**config.mk**
```make
export PLATFORM = sky130hd
export DESIGN_NAME = nlb_lpbk
export DESIGN_NICKNAME = d
export VERILOG_FILES = /design/src/rtl/nlb_csr_pkg.sv /design/src/rtl/nlb_mem_pkg.sv /design/src/rtl/nlb_csr.sv /design/src/rtl/nlb_test_engine.sv /design/src/rtl/nlb_requestor.sv /design/src/rtl/nlb_lpbk.sv
export VERILOG_INCLUDE_DIRS = /design/src /design/src/rtl
export SDC_FILE = /design/constraint.sdc
export NUM_CORES = 1
export LEC_CHECK = 0
export ABC_AREA = 1
export ABC_CLOCK_PERIOD_IN_PS = 8300
export BUFFER_PORTS_ARGS = -buffer_cell sky130_fd_sc_hd__clkbuf_2
export CAP_MARGIN = 20
export CORE_MARGIN = 10
export CORE_UTILIZATION = 35
export DETAILED_ROUTE_END_ITERATION = 8
export HOLD_SLACK_MARGIN = 0.12
export PLACE_DENSITY = 0.55
export SYNTH_ARGS = -nofsm -noshare
export SYNTH_HDL_FRONTEND = slang
export SYNTH_SLANG_ARGS = --single-unit
export TNS_END_PERCENT = 100
```
**constraint.sdc**
```tcl
create_clock -name Clk_100 -period 8.3 [get_ports Clk_100]
set_clock_uncertainty 0.15 [all_clocks]
set_input_delay 0.83 -clock Clk_100 [delete_from_list [all_inputs] [get_ports Clk_100]]
set_output_delay 0.83 -clock Clk_100 [all_outputs]
set_load 0.03 [all_outputs]
```
**src/rtl/nlb_cfg.svh**
```systemverilog
`ifndef NLB_CFG_SVH
`define NLB_CFG_SVH

// ---------------------------------------------------------------------------
// Datapath widths
// ---------------------------------------------------------------------------
// One cache line, shrunk to a single 64-bit word
`define NLB_LINE_W       64
// Line address, not byte address
`define NLB_ADDR_W       20
`define NLB_TAG_W        16
`define NLB_MMIO_ADDR_W  16

// ---------------------------------------------------------------------------
// Flow control and buffering
// ---------------------------------------------------------------------------
// Credits held by the requestor out of reset
`define NLB_MEM_CREDITS  4
// Loopback write FIFO entries, also caps reads in flight in LPBK1
`define NLB_LPBK_DEPTH   4

// Upper half of every WRITE mode line, lower half is the line index
`define NLB_WR_PATTERN   32'h4E4C_4257

// ---------------------------------------------------------------------------
// MMIO register byte offsets
// ---------------------------------------------------------------------------
`define NLB_CSR_SCRATCH     16'h0000
`define NLB_CSR_SRC         16'h0008
`define NLB_CSR_DST         16'h0010
`define NLB_CSR_NUM_LINES   16'h0018
`define NLB_CSR_CTL         16'h0020
`define NLB_CSR_CFG         16'h0028
`define NLB_CSR_STATUS      16'h0030
`define NLB_CSR_NUM_READS   16'h0038
`define NLB_CSR_NUM_WRITES  16'h0040

`endif

```
**src/rtl/nlb_csr_pkg.sv**
```systemverilog
`include "nlb_cfg.svh"

// Host side types for the MMIO window, test setup and test status
package nlb_csr_pkg;

   // ------------------------------------------------------------------------
   // MMIO request and response
   // ------------------------------------------------------------------------
   // Write and read enables are single cycle strobes
   typedef struct packed {
      logic                        wr_en;
      logic                        rd_en;
      logic [`NLB_MMIO_ADDR_W-1:0] addr;
      logic [63:0]                 data;
   } mmio_req_t;

   // Valid one cycle after rd_en
   typedef struct packed {
      logic        valid;
      logic [63:0] data;
   } mmio_rsp_t;

   // ------------------------------------------------------------------------
   // Test setup
   // ------------------------------------------------------------------------
   // Mode lives in CFG[3:2]
   typedef enum logic [1:0] {
      LPBK1 = 2'd0,
      READ  = 2'd1,
      WRITE = 2'd2
   } test_mode_e;

   // Engine view of the register file
   typedef struct packed {
      logic [`NLB_ADDR_W-1:0] src;
      logic [`NLB_ADDR_W-1:0] dst;
      logic [15:0]            num_lines;
      test_mode_e             mode;
      // CTL[1] starts the test
      logic                   run;
      // CTL[0] is the active low test reset
      logic                   test_rst_n;
   } test_cfg_t;

   // ------------------------------------------------------------------------
   // Test status
   // ------------------------------------------------------------------------
   // Done maps to STATUS[0] and busy to STATUS[1]
   typedef struct packed {
      logic busy;
      logic done;
   } test_status_t;

endpackage

```
**src/rtl/nlb_mem_pkg.sv**
```systemverilog
`include "nlb_cfg.svh"

// Memory channel types, between engine, requestor and memory
package nlb_mem_pkg;

   typedef logic [`NLB_LINE_W-1:0] line_t;

   typedef enum logic {
      OP_RD = 1'b0,
      OP_WR = 1'b1
   } mem_op_e;

   // Request toward memory, one per valid cycle, one credit each
   typedef struct packed {
      logic                   valid;
      mem_op_e                op;
      logic [`NLB_ADDR_W-1:0] addr;
      logic [`NLB_TAG_W-1:0]  tag;
      line_t                  data;
   } mem_req_t;

   // Response, never back-pressured
   // Data only meaningful on reads
   typedef struct packed {
      logic                  valid;
      mem_op_e               op;
      logic [`NLB_TAG_W-1:0] tag;
      line_t                 data;
   } mem_rsp_t;

   // Engine read request, held until rd_sent
   typedef struct packed {
      logic                   valid;
      logic [`NLB_ADDR_W-1:0] addr;
      logic [`NLB_TAG_W-1:0]  tag;
   } eng_rd_t;

   // Engine write request, held until wr_sent
   typedef struct packed {
      logic                   valid;
      logic [`NLB_ADDR_W-1:0] addr;
      line_t                  data;
   } eng_wr_t;

endpackage

```
**src/rtl/nlb_csr.sv**
```systemverilog
`timescale 1ns/1ns
`include "nlb_cfg.svh"

module nlb_csr (
   input  logic                       Clk_100,
   input  logic                       reset,
   input  nlb_csr_pkg::mmio_req_t     mmio_req,
   output nlb_csr_pkg::mmio_rsp_t     mmio_rsp,
   input  nlb_csr_pkg::test_status_t  status,
   input  logic [31:0]                num_reads,
   input  logic [31:0]                num_writes,
   output nlb_csr_pkg::test_cfg_t     cfg
);

   logic [63:0] scratch_q;
   logic [63:0] src_q;
   logic [63:0] dst_q;
   logic [31:0] num_lines_q;
   logic [31:0] cfg_q;
   logic [1:0]  ctl_q;
   logic [63:0] rd_data;

   // ------------------------------------------------------------------------
   // Register writes
   // ------------------------------------------------------------------------
   always_ff @(posedge Clk_100) begin
      if (reset) begin
         scratch_q   <= '0;
         src_q       <= '0;
         dst_q       <= '0;
         num_lines_q <= '0;
         cfg_q       <= '0;
         ctl_q       <= '0;
      end else begin
         // Scratchpad and control are always writable
         if (mmio_req.wr_en && mmio_req.addr == `NLB_CSR_SCRATCH)
            scratch_q <= mmio_req.data;
         if (mmio_req.wr_en && mmio_req.addr == `NLB_CSR_CTL)
            ctl_q <= mmio_req.data[1:0];

         // Test reset low holds the setup at defaults
         if (!ctl_q[0]) begin
            src_q       <= '0;
            dst_q       <= '0;
            num_lines_q <= '0;
            cfg_q       <= '0;
         end else if (mmio_req.wr_en && !status.busy) begin
            // Setup locked while a test runs
            case (mmio_req.addr)
               `NLB_CSR_SRC:       src_q       <= mmio_req.data;
               `NLB_CSR_DST:       dst_q       <= mmio_req.data;
               `NLB_CSR_NUM_LINES: num_lines_q <= mmio_req.data[31:0];
               `NLB_CSR_CFG:       cfg_q       <= mmio_req.data[31:0];
               default: ;
            endcase
         end
      end
   end

   // ------------------------------------------------------------------------
   // Read decode, unmapped offsets read zero
   // ------------------------------------------------------------------------
   always_comb begin
      case (mmio_req.addr)
         `NLB_CSR_SCRATCH:    rd_data = scratch_q;
         `NLB_CSR_SRC:        rd_data = src_q;
         `NLB_CSR_DST:        rd_data = dst_q;
         `NLB_CSR_NUM_LINES:  rd_data = {32'd0, num_lines_q};
         `NLB_CSR_CTL:        rd_data = {62'd0, ctl_q};
         `NLB_CSR_CFG:        rd_data = {32'd0, cfg_q};
         `NLB_CSR_STATUS:     rd_data = {62'd0, status.busy, status.done};
         `NLB_CSR_NUM_READS:  rd_data = {32'd0, num_reads};
         `NLB_CSR_NUM_WRITES: rd_data = {32'd0, num_writes};
         default:             rd_data = '0;
      endcase
   end

   // One cycle read latency
   always_ff @(posedge Clk_100) begin
      if (reset) begin
         mmio_rsp <= '0;
      end else begin
         mmio_rsp.valid <= mmio_req.rd_en;
         mmio_rsp.data  <= rd_data;
      end
   end

   // Engine view, addresses truncated to line address width
   always_comb begin
      cfg.src        = src_q[`NLB_ADDR_W-1:0];
      cfg.dst        = dst_q[`NLB_ADDR_W-1:0];
      cfg.num_lines  = num_lines_q[15:0];
      cfg.mode       = nlb_csr_pkg::test_mode_e'(cfg_q[3:2]);
      cfg.run        = ctl_q[1];
      cfg.test_rst_n = ctl_q[0];
   end

endmodule

```
**src/rtl/nlb_test_engine.sv**
```systemverilog
`timescale 1ns/1ns
`include "nlb_cfg.svh"

module nlb_test_engine (
   input  logic                       Clk_100,
   input  logic                       reset,
   input  nlb_csr_pkg::test_cfg_t     cfg,
   output nlb_csr_pkg::test_status_t  status,
   output nlb_mem_pkg::eng_rd_t       rd_req,
   input  logic                       rd_sent,
   output nlb_mem_pkg::eng_wr_t       wr_req,
   input  logic                       wr_sent,
   input  nlb_mem_pkg::mem_rsp_t      mem_rsp
);

   // Extra pointer bit tells full from empty
   localparam int PTR_W  = $clog2(`NLB_LPBK_DEPTH) + 1;
   localparam int SLOT_W = $clog2(`NLB_LPBK_DEPTH + 1);

   typedef enum logic [1:0] {
      IDLE,
      RUN,
      DRAIN,
      DONE
   } state_e;

   state_e                 state;
   logic [15:0]            issue_cnt;
   logic [15:0]            cmpl_cnt;
   // Reads in flight plus FIFO entries
   logic [SLOT_W-1:0]      slots;
   logic [PTR_W-1:0]       wr_ptr;
   logic [PTR_W-1:0]       rd_ptr;
   logic [`NLB_ADDR_W-1:0] fifo_addr [`NLB_LPBK_DEPTH];
   nlb_mem_pkg::line_t     fifo_data [`NLB_LPBK_DEPTH];
   logic                   is_lpbk;
   logic                   is_read;
   logic                   is_write;
   logic                   active;
   logic                   all_issued;
   logic                   fifo_empty;
   logic                   fifo_push;
   logic                   fifo_pop;
   logic                   rsp_done;

   assign is_lpbk    = cfg.mode == nlb_csr_pkg::LPBK1;
   assign is_read    = cfg.mode == nlb_csr_pkg::READ;
   assign is_write   = cfg.mode == nlb_csr_pkg::WRITE;
   assign active     = state == RUN || state == DRAIN;
   assign all_issued = issue_cnt == cfg.num_lines;
   assign fifo_empty = wr_ptr == rd_ptr;

   // Read data comes back as a loopback write
   assign fifo_push = active && is_lpbk && mem_rsp.valid && mem_rsp.op == nlb_mem_pkg::OP_RD;
   assign fifo_pop  = is_lpbk && wr_sent;
   // READ completes on read responses, the others on write responses
   assign rsp_done  = active && mem_rsp.valid &&
                      mem_rsp.op == (is_read ? nlb_mem_pkg::OP_RD : nlb_mem_pkg::OP_WR);

   // ------------------------------------------------------------------------
   // Request generation
   // ------------------------------------------------------------------------
   always_comb begin
      // LPBK1 reads stop while every FIFO slot is spoken for
      rd_req.valid = state == RUN && !all_issued &&
                     (is_read || (is_lpbk && slots < SLOT_W'(`NLB_LPBK_DEPTH)));
      rd_req.addr  = cfg.src + `NLB_ADDR_W'(issue_cnt);
      rd_req.tag   = `NLB_TAG_W'(issue_cnt);

      if (is_lpbk) begin
         wr_req.valid = active && !fifo_empty;
         wr_req.addr  = fifo_addr[rd_ptr[PTR_W-2:0]];
         wr_req.data  = fifo_data[rd_ptr[PTR_W-2:0]];
      end else begin
         wr_req.valid = state == RUN && is_write && !all_issued;
         wr_req.addr  = cfg.dst + `NLB_ADDR_W'(issue_cnt);
         wr_req.data  = {`NLB_WR_PATTERN, 32'(issue_cnt)};
      end

      status.busy = active;
      status.done = state == DONE;
   end

   // ------------------------------------------------------------------------
   // FSM
   // ------------------------------------------------------------------------
   always_ff @(posedge Clk_100) begin
      if (reset) begin
         state <= IDLE;
      end else begin
         case (state)
            IDLE:    if (cfg.run && cfg.test_rst_n) state <= RUN;
            RUN:     if (all_issued) state <= DRAIN;
            DRAIN:   if (cmpl_cnt == cfg.num_lines) state <= DONE;
            default: ;
         endcase
         // Run or test reset cleared aborts from any state
         if (!cfg.run || !cfg.test_rst_n)
            state <= IDLE;
      end
   end

   // Counters and FIFO pointers restart whenever the engine is idle
   always_ff @(posedge Clk_100) begin
      if (reset || state == IDLE) begin
         issue_cnt <= '0;
         cmpl_cnt  <= '0;
         slots     <= '0;
         wr_ptr    <= '0;
         rd_ptr    <= '0;
      end else begin
         if (rd_sent || (is_write && wr_sent))
            issue_cnt <= issue_cnt + 16'd1;
         if (rsp_done)
            cmpl_cnt <= cmpl_cnt + 16'd1;
         if (fifo_push)
            wr_ptr <= wr_ptr + 1'b1;
         if (fifo_pop)
            rd_ptr <= rd_ptr + 1'b1;
         slots <= slots + SLOT_W'(is_lpbk && rd_sent) - SLOT_W'(fifo_pop);
      end
   end

   // Loopback FIFO storage, tag is the line index
   always_ff @(posedge Clk_100) begin
      if (fifo_push) begin
         fifo_addr[wr_ptr[PTR_W-2:0]] <= cfg.dst + `NLB_ADDR_W'(mem_rsp.tag);
         fifo_data[wr_ptr[PTR_W-2:0]] <= mem_rsp.data;
      end
   end

endmodule

```
**src/rtl/nlb_requestor.sv**
```systemverilog
`timescale 1ns/1ns
`include "nlb_cfg.svh"

module nlb_requestor (
   input  logic                   Clk_100,
   input  logic                   reset,
   input  logic                   start,
   input  nlb_mem_pkg::eng_rd_t   rd_req,
   output logic                   rd_sent,
   input  nlb_mem_pkg::eng_wr_t   wr_req,
   output logic                   wr_sent,
   output nlb_mem_pkg::mem_req_t  mem_req,
   input  logic                   credit_ret,
   output logic [31:0]            num_reads,
   output logic [31:0]            num_writes
);

   localparam int CRED_W = $clog2(`NLB_MEM_CREDITS + 1);

   logic [CRED_W-1:0]     credits;
   logic [`NLB_TAG_W-1:0] wr_tag;
   logic                  has_credit;
   logic                  wr_go;
   logic                  rd_go;

   // ------------------------------------------------------------------------
   // Selection, write first
   // ------------------------------------------------------------------------
   assign has_credit = credits != '0;
   assign wr_go      = wr_req.valid && has_credit;
   assign rd_go      = rd_req.valid && has_credit && !wr_req.valid;

   // Sent strobes let the engine advance on the same edge
   assign wr_sent = wr_go;
   assign rd_sent = rd_go;

   // Request leaves in the cycle it is granted a credit
   always_comb begin
      mem_req.valid = wr_go || rd_go;
      mem_req.op    = wr_go ? nlb_mem_pkg::OP_WR : nlb_mem_pkg::OP_RD;
      mem_req.addr  = wr_go ? wr_req.addr : rd_req.addr;
      mem_req.tag   = wr_go ? wr_tag : rd_req.tag;
      mem_req.data  = wr_go ? wr_req.data : '0;
   end

   // ------------------------------------------------------------------------
   // Credits
   // ------------------------------------------------------------------------
   // One spent per request, one back per retired request
   always_ff @(posedge Clk_100) begin
      if (reset)
         credits <= CRED_W'(`NLB_MEM_CREDITS);
      else
         credits <= credits - CRED_W'(mem_req.valid) + CRED_W'(credit_ret);
   end

   // ------------------------------------------------------------------------
   // Statistics and write tags
   // ------------------------------------------------------------------------
   always_ff @(posedge Clk_100) begin
      if (reset) begin
         num_reads  <= '0;
         num_writes <= '0;
         wr_tag     <= '0;
      end else begin
         // Start clears, a request in the start cycle still counts
         num_reads  <= (start ? 32'd0 : num_reads) + 32'(rd_go);
         num_writes <= (start ? 32'd0 : num_writes) + 32'(wr_go);
         // Free running, write responses are only counted
         if (wr_go)
            wr_tag <= wr_tag + 1'b1;
      end
   end

endmodule

```
**src/rtl/nlb_lpbk.sv**
```systemverilog
`timescale 1ns/1ns

module nlb_lpbk (
   input  logic                   Clk_100,
   input  logic                   reset,
   input  nlb_csr_pkg::mmio_req_t mmio_req,
   output nlb_csr_pkg::mmio_rsp_t mmio_rsp,
   output nlb_mem_pkg::mem_req_t  mem_req,
   input  logic                   credit_ret,
   input  nlb_mem_pkg::mem_rsp_t  mem_rsp
);

   // Starts high so the blocks come up in reset
   logic                      reset_q = 1'b1;
   logic                      busy_q;
   logic                      start;
   nlb_csr_pkg::test_cfg_t    cfg;
   nlb_csr_pkg::test_status_t status;
   nlb_mem_pkg::eng_rd_t      rd_req;
   nlb_mem_pkg::eng_wr_t      wr_req;
   logic                      rd_sent;
   logic                      wr_sent;
   logic [31:0]               num_reads;
   logic [31:0]               num_writes;

   // One stage of reset delay in front of all blocks
   always_ff @(posedge Clk_100) begin
      reset_q <= reset;
   end

   // Busy rising edge restarts the request statistics
   always_ff @(posedge Clk_100) begin
      if (reset_q)
         busy_q <= 1'b0;
      else
         busy_q <= status.busy;
   end

   assign start = status.busy && !busy_q;

   // ------------------------------------------------------------------------
   // Register block steers the engine
   // ------------------------------------------------------------------------
   nlb_csr csr_i (
      .Clk_100    (Clk_100),
      .reset      (reset_q),
      .mmio_req   (mmio_req),
      .mmio_rsp   (mmio_rsp),
      .status     (status),
      .num_reads  (num_reads),
      .num_writes (num_writes),
      .cfg        (cfg)
   );

   nlb_test_engine engine_i (
      .Clk_100 (Clk_100),
      .reset   (reset_q),
      .cfg     (cfg),
      .status  (status),
      .rd_req  (rd_req),
      .rd_sent (rd_sent),
      .wr_req  (wr_req),
      .wr_sent (wr_sent),
      .mem_rsp (mem_rsp)
   );

   // Memory side, credit protected
   nlb_requestor requestor_i (
      .Clk_100    (Clk_100),
      .reset      (reset_q),
      .start      (start),
      .rd_req     (rd_req),
      .rd_sent    (rd_sent),
      .wr_req     (wr_req),
      .wr_sent    (wr_sent),
      .mem_req    (mem_req),
      .credit_ret (credit_ret),
      .num_reads  (num_reads),
      .num_writes (num_writes)
   );

endmodule

```
Yosys cells after proc, flatten, opt, wreduce, memory -nomap -nowiden
Memories as Yosys holds them, arrays and structs flattened. A register that Yosys moved wholly into a read port is not among the register bits.
Index checks and enable logic that the tools add are counted.
- add/subtract/negate cells: 14
- order comparisons: 1
- equal/unequal tests: 20
- multiplexer cells: 19
- bitwise gates (word level): 2
- reduce and logical (&&, ||, !) cells: 47
- operator list (kind ; number):
    $pmux 64 s9 ; 1
    $mux 85 ; 1
    $add 32x1->32 ; 2
    $eq 16x6->1 const B ; 4
    $mux 32 ; 2
    $mux 64 ; 1
    $add 20x16->20 ; 3
    $add 16x1->16 const B ; 3
    $eq 16x16->1 ; 2
    $eq 16x5->1 const B ; 2
    $logic_and 1x1->1 ; 22
    $mux 20 ; 1
    $eq 16x4->1 const B ; 1
    $eq 16x7->1 const B ; 1
    $logic_not 16->1 ; 1
    $mux 16 ; 1
    $mux 2 ; 7
    $reduce_and 2->1 ; 4
    $logic_not 1->1 ; 7
    $add 3x1->3 ; 2
    $add 3x1->3 const B ; 2
    $eq 2x2->1 const B ; 3
    $logic_or 1x1->1 ; 6
    $pmux 2 s3 ; 1
    13 further kinds ; 23
- flip-flop bits (word level): 451
- memory bits (writable): 336
- input bits: 167
- output and inout port bits: 167
- word-level logic and storage cells: 125
- memories kept: 2
- memories (name ; words ; bits a word ; rd ports ; clocked after memory_dff ; wr ports ; line ; source):
    engine_i.fifo_data ; 4 ; 64 ; 1 ; 1 ; 1 ; nlb_test_engine.sv:35 ; nlb_mem_pkg::line_t fifo_data [`NLB_LPBK_DEPTH];
    engine_i.fifo_addr ; 4 ; 20 ; 1 ; 1 ; 1 ; nlb_test_engine.sv:34 ; logic [`NLB_ADDR_W-1:0] fifo_addr [`NLB_LPBK_DEPTH];

Longest topological paths before layout
Gate-level depths: netlist (run 1).
- depth after elaboration: 9
- depth in mapped cells: 25
- depth with buffers taken out: 23

Cells and area by module
Synthesis (run 1) repeated with hierarchy kept, for this count alone.
- cell total of the unflattened synthesis: 4868
- area total of the unflattened synthesis: 38545.7 sq um
- by module, submodules not included (module ; times used ; cells each ; area each (sq um) ; sequential area each (sq um)):
    nlb_test_engine ; 1 ; 1921 ; 18622.9 ; 10990.5
    nlb_csr ; 1 ; 1903 ; 14164.8 ; 6466.2
    nlb_requestor ; 1 ; 1039 ; 5706.7 ; 1661.6
    nlb_lpbk ; 1 ; 5 ; 51.3 ; 40.0

Worst setup path after synthesis (run 1)
No wires, ideal clock.
- kind: reg2reg
- from: reg engine_i.state[0]
- to: mem engine_i.fifo_addr[3][0] (netlist name), enable pin
- library setup time: 530 ps
- data arrival time: 4763 ps
- data required time: 7620 ps
- path slack: 2857 ps
- cell stages (with the launch flop): 8
- buffers on the path: 1
- period minus slack after synthesis: 5443 ps
- path through: dfxtp_1 > inv_1 > ha_1 > buf_6 > nand2_1 > nor3_1 > inv_1 > nor2_1
- cells in the longest elaborated chain, start to end: 7
- elaborated cells on any way between the ends: 8
- classes of those cells: 2 x eq/ne; 2 x mux; 4 x reduce/logical
- RTL lines (element ; line ; source):
    start: declaration ; nlb_test_engine.sv:27 ; state_e state;
    start signal: assignment ; nlb_test_engine.sv:89 ; state <= IDLE;
    start signal: assignment ; nlb_test_engine.sv:92 ; IDLE: if (cfg.run && cfg.test_rst_n) state <= RUN;
    start signal: assignment ; nlb_test_engine.sv:93 ; RUN: if (all_issued) state <= DRAIN;
    $eq 2x1->1 or $eq 2x2->1 (tied branches) ; nlb_test_engine.sv:49 ; assign active = state == RUN || state == DRAIN;
    $logic_or 1x1->1 * ; nlb_test_engine.sv:49 ;
    net engine_i.active ; nlb_test_engine.sv:39 ; logic active;
    $logic_and 1x1->1 * (3 in a row) ; nlb_test_engine.sv:54 ; assign fifo_push = active && is_lpbk && mem_rsp.valid && mem_rsp.op == nlb_mem_pkg::OP_RD;
    $mux 1 * ; nlb_test_engine.sv:126 ; if (fifo_push) begin
    $mux 1 * ; nlb_test_engine.sv:127 ; fifo_addr[wr_ptr[PTR_W-2:0]] <= cfg.dst + `NLB_ADDR_W'(mem_rsp.tag);
    end: declaration ; nlb_test_engine.sv:34 ;
The timed path passes the listed nets; every way through them passes the cells marked *.

==> results.json, run 1 <==
{
  "via_count": 30500,
  "power.density_nw_per_um2": 194,
  "ys_ff_latch": 789,
  "die_w_um": 342,
  "cts_buffer_depth": 3,
  "ios": 334,
  "arrival_ns": 4.28,
  "holdPathStages": 3,
  "final_nets": 4681,
  "initial_core_util": 0.354,
  "critPathMaxStageDelay_ns": 0.89,
  "max_slew_margin": 0.283,
  "globalplace.congestion": 0.860,
  "grt_pass1_wl_um": 182000,
  "synth_commonest_cells": "651 x nor2_1, 511 x nand2_1, 453 x dfxtp_1, 403 x inv_1, 395 x a21oi_1",
  "synth_area_leaders": "edfxtp_1 28%, dfxtp_1 25%, nor2_1 6.8%, a21oi_1 5.5%, o21ai_0 5.4%",
  "track_usage": 0.200,
  "cp_max_fo": 86,
  "coreArea_um2": 102000,
  "yosys_warnings": 0,
  "yosysTopAreaCell": "edfxtp_1",
  "cts_buffers": 88,
  "grt-ovfl-total": 0,
  "reg2reg_from": "engine_i.issue_cnt[13]",
  "hp-class": "primary input to flip-flop",
  "layout-drive-gt1-share": 0.145,
  "syn_inst": 4208,
  "yosysSeqAreaShare": 0.529,
  "grt_max_degree": 121,
  "post-cts-setup-buffers": 0,
  "synth_top_cell_area_share": 0.279,
  "cts.sinks": 789,
  "synth_xor_area_frac": 0.0182,
  "cp_cell_sequence": "inv_4 > buf_4 > o21ai_0 > o22ai_1 > o221ai_1 > o21ai_0 > clkbuf_2",
  "finalMaxSlewViolations": 0,
  "route.detailed.vias_per_inst": 5.18,
  "drt_first_pass_iters": 6,
  "synth_compound_area_frac": 0.171,
  "peakVddDrop_mv": 0.132,
  "dieArea_um2": 117000,
  "synth_top_family_by_area": "simple AND/OR/NAND/NOR gates",
  "cpMostUsedCell": "o21ai_0",
  "yosys.area_share.simple": 0.182,
  "cts_hold_buf": 1,
  "period_share": 0.634,
  "setup_viol": 0,
  "min-delay-start": "mmio_req[80]",
  "status": "completed",
  "fmax_mhz": 190,
  "syn_avg_cell_area_um2": 8.60,
  "grt_pass1_vias": 28700,
  "drv_cap": 0,
  "finalHoldViolCount": 0,
  "wirelength_um": 122000,
  "synthMuxAreaShare": 0.000277,
  "async_flop_share": 0,
  "rows": 117,
  "tns_ns": 0,
  "dpl.hpwl_um": 82600,
  "crit_required_ns": 7.32,
  "final_util": 0.410,
  "slowest_stage": "buf_4",
  "leakage_nw": 15.3,
  "synthAdderAreaFrac": 0.0263,
  "grt_antenna_before_repair": 9,
  "synth_area_um2": 36200,
  "area_growth_pct": 15.7,
  "fillers": 10400,
  "clk_pin_slew_ns": 0.06,
  "die_h_um": 342,
  "cts_root_buf": "clkbuf_16",
  "worstMarginPinSlew_ns": 1.08,
  "synth_ff_type": "dfxtp_1",
  "cp-start-kind": "flip-flop",
  "ctsHtreeMaxLevel": 3,
  "cts_resized": 0,
  "critPathKind": "flip-flop to output port",
  "seq_area_um2": 19200,
  "synth_nets": 4448,
  "min_period_ns": 5.26,
  "drc": 0,
  "synth_cell_types": 62,
  "cts_tree": "done",
  "rsz0062_at_grt": "false",
  "io_buffers": 333,
  "wl_per_cell_um": 20.7,
  "ant_nets": 0,
  "drt_iter0_drc": 2511,
  "yosysMostFrequentCell": "nor2_1",
  "multiInputGateArea_um2": 14500,
  "insertion_delay_ns": 0.66,
  "critPathCaptureType": "output port",
  "reg2reg_depth": 21,
  "synth_edf_count": 336
}
## logic make-up after synthesis
logic type	count (synthesis)
adder cells (fa/ha/maj)	73
AO/OA/AOI/OAI	1099
AND/OR/NAND/NOR	1506
buffers and inverters	665
XOR/XNOR	75
flip-flops	789
multiplexers	1
## layout by cell type, fill, tap and decap left out, types with 38 or more instances in the layout
cell type	Yosys	routed
dfxtp_1	453	450
nor2_1	651	644
edfxtp_1	336	336
o21ai_0	391	391
nand2_1	511	508
xor2_1	52	52
ha_1	68	68
a22oi_1	63	63
o22ai_1	64	64
a21oi_1	395	395
clkbuf_2	0	333
nand3_1	155	155
clkbuf_16	0	91
a211oi_1	77	77
nor3_1	52	51
a31oi_1	38	38
inv_1	403	400
## through the flow
step	instances	total power, W	instance area [um^2]	setup WS [ns]	hold WS, ns
finish	5885	0.00813	41900	3.04	0.211
global route	5884	0.00836	41900	2.72	0.217
CTS	5879	0.00820	41800	3.02	0.172
detailed placement	5717	0.00427	38900	3.69	0.294
global placement	5717	0.00427	38900	3.70	0.283
floorplan	4208	0.00417	36200	2.86	0.274
## path summary, 6_finish.rpt
check	endpoint	slack, ns
setup / recovery	mem_req[86]	3.04
hold / removal	csr_i.mmio_rsp[64]	0.21
setup reg to reg	engine_i.slots[2]	3.65
hold reg to reg	csr_i.src_q[41]	0.30
## layer usage
metal | part of all wire | vias up | wire (um) | track usage
met5 | 0.00026 | - | 31 | 0
met4 | 0.023 | 6 | 2800 | 0.0561
met3 | 0.071 | 162 | 8590 | 0.0391
met2 | 0.47 | 922 | 57000 | 0.324
met1 | 0.44 | 14600 | 53200 | 0.270
li1 | - | 14800 | - | -
## layout make-up
type,instances,area share
timing repair buffer,371,0.0471
clock inverter,42,0.00899
sequential,789,0.458
multi-input combinational,2754,0.345
inverter,437,0.0394
tap,1368,0.0409
antenna,5,0.000299
clock buffer,119,0.0602
## power breakdown
part	switching (W)	internal, W	leakage [nW]
logic	0.0000957	0.0000429	7.20
registers	0.00000607	0.00404	6.67
clock network	0.00163	0.00231	1.43
total	0.00173	0.00640	15.3
## critical path: cells and delay by family, from the launching register on
kind                   cells  cell delay (ns)
DFF                        1             0.60
buffers and inverters      3             1.98
AOI/OAI and AO/OA          4             0.95
## flip-flops by register name, indices dropped and copies added (netlist names), named ones only
register / count
requestor_i.credits: 3
csr_i.num_lines_q: 32
engine_i.state: 2
csr_i.scratch_q: 64
engine_i.fifo_data: 256
csr_i.cfg_q: 32
engine_i.rd_ptr: 3
engine_i.cmpl_cnt: 16
csr_i.ctl_q: 2
csr_i.dst_q: 64
requestor_i.num_writes: 32
engine_i.issue_cnt: 16
csr_i.mmio_rsp: 65
reset_q: 1
engine_i.wr_ptr: 3
requestor_i.wr_tag: 16
engine_i.fifo_addr: 80
csr_i.src_q: 64
busy_q: 1
requestor_i.num_reads: 32
engine_i.slots: 3
Power figures use the tool's default switching activity.
==> inputs of run 2 (changes only) <==
- ABC_CLOCK_PERIOD_IN_PS: 8300 -> 4900
- clock period: 8.3 -> 4.9 ns (I/O delays scaled with it)
==> results.json, run 2 (synthesis gave the netlist of run 1 again) <==
{
  "drc": 0,
  "drv_cap": 0,
  "power.density_nw_per_um2": 320,
  "rsz0062_at_grt": "false",
  "wirelength_um": 125000,
  "largest_reg_flops": 256,
  "fmax_mhz": 217,
  "arrival_ns": 3.96,
  "hp-class": "primary input to flip-flop",
  "drt_iter0_drc": 2355,
  "drt_first_pass_iters": 7,
  "wl_per_cell_um": 20.7,
  "area_growth_pct": 19.9,
  "grt_pass1_vias": 29400,
  "clk_pin_slew_ns": 0.06,
  "dieArea_um2": 117000,
  "insertion_delay_ns": 0.68,
  "peakVddDrop_mv": 0.254,
  "die_w_um": 342,
  "track_usage": 0.204,
  "cts_hold_buf": 132,
  "coreArea_um2": 102000,
  "layout-drive-gt1-share": 0.144,
  "period_share": 0.939,
  "rows": 117,
  "ctsHtreeMaxLevel": 3,
  "cp-start-kind": "flip-flop",
  "critPathCaptureType": "output port",
  "globalplace.congestion": 0.882,
  "grt-ovfl-total": 0,
  "leakage_nw": 15.9,
  "crit_required_ns": 4.26,
  "grt_pass1_wl_um": 185000,
  "max_slew_margin": 0.262,
  "cts_resized": 0,
  "final_nets": 4829,
  "ios": 334,
  "min_period_ns": 4.60,
  "finalMaxSlewViolations": 0,
  "cp_max_fo": 30,
  "route.detailed.vias_per_inst": 5.15,
  "post-cts-setup-buffers": 0,
  "cts_buffer_depth": 3,
  "grt_antenna_before_repair": 11,
  "cts_root_buf": "clkbuf_16",
  "dpl_worst_slack_ns": 0.975,
  "die_h_um": 342,
  "layout_common_cells": "644 x nor2_1, 508 x nand2_1, 450 x dfxtp_1, 400 x inv_1, 395 x a21oi_1",
  "critPathKind": "flip-flop to output port",
  "finalHoldWorstSlack_ns": 0.192,
  "grt_max_degree": 85,
  "cts_tree": "done",
  "timing.final.ws_setup_ns": 0.298,
  "holdPathStages": 4,
  "cts_buffers": 88,
  "cts.sinks": 789,
  "dpl.hpwl_um": 83900,
  "ant_nets": 0,
  "layout_commonest_cell": "nor2_1",
  "initial_core_util": 0.354,
  "fillers": 10300,
  "status": "completed",
  "worstMarginPinSlew_ns": 1.10,
  "finalHoldViolCount": 0,
  "reg2reg_depth": 22,
  "setup_viol": 0,
  "r2r_setup_slack_ns": 0.90,
  "io_buffers": 333,
  "via_count": 31100
}
-- run 2: cell type report --
cell class              count  area (um^2)  share of cell area
repair buffers            519         3440              0.0794
inverters                 437         1650              0.0380
flip-flops and latches    789        19200               0.442
well taps                1368         1710              0.0395
multi-input cells        2754        14500               0.334
clock buffers             121         2500              0.0576
diodes                      5         12.5            0.000288
clock inverters            41          425             0.00981
-- run 2: stage by stage --
step                TNS [ns]  cells  utilization  total power (W)  cell area (um^2)
global placement           0   5735        0.383          0.00722             39100
finish                     0   6034        0.424           0.0139             43400
detailed placement         0   5735        0.383          0.00722             39100
floorplan            -123.18   4208            -          0.00706             36200
CTS                        0   6029        0.424           0.0140             43400
global route               0   6033        0.424           0.0143             43400
-- run 2: final timing paths --
kind,from,endpoint
setup / recovery,engine_i.issue_cnt[7],mem_req[86]
hold reg to reg,csr_i.src_q[31],csr_i.src_q[31]
setup reg to reg,engine_i.issue_cnt[7],requestor_i.num_reads[30]
hold / removal,mmio_req[81],csr_i.ctl_q[1]
-- run 2: worst max-delay path: stages, from the launching register on --
cell	delay, ns
dfxtp_1	0.68
inv_1	0.26
nand2_1	0.12
nand2_1	0.05
nor2_1	0.08
nand2_1	0.06
nor2_1	0.08
nand2_1	0.12
nand2_2	0.12
a21oi_4	0.12
buf_4	0.33
o21ai_0	0.91
clkbuf_2	0.36
-- run 2: routing by layer --
layer  vias up  track usage  share of wire
met5         -            0        0.00055
met4        10       0.0586          0.022
met3       171       0.0510          0.081
met2      1013        0.327           0.46
met1     14800        0.271           0.43
li1      15100            -              -
-- run 2: report_power, final --
part           internal (W)  switching (W)  leakage (nW)
Combinational      0.000141       0.000184          7.84
Clock               0.00390        0.00279          1.43
Sequential          0.00684     0.00000959          6.67
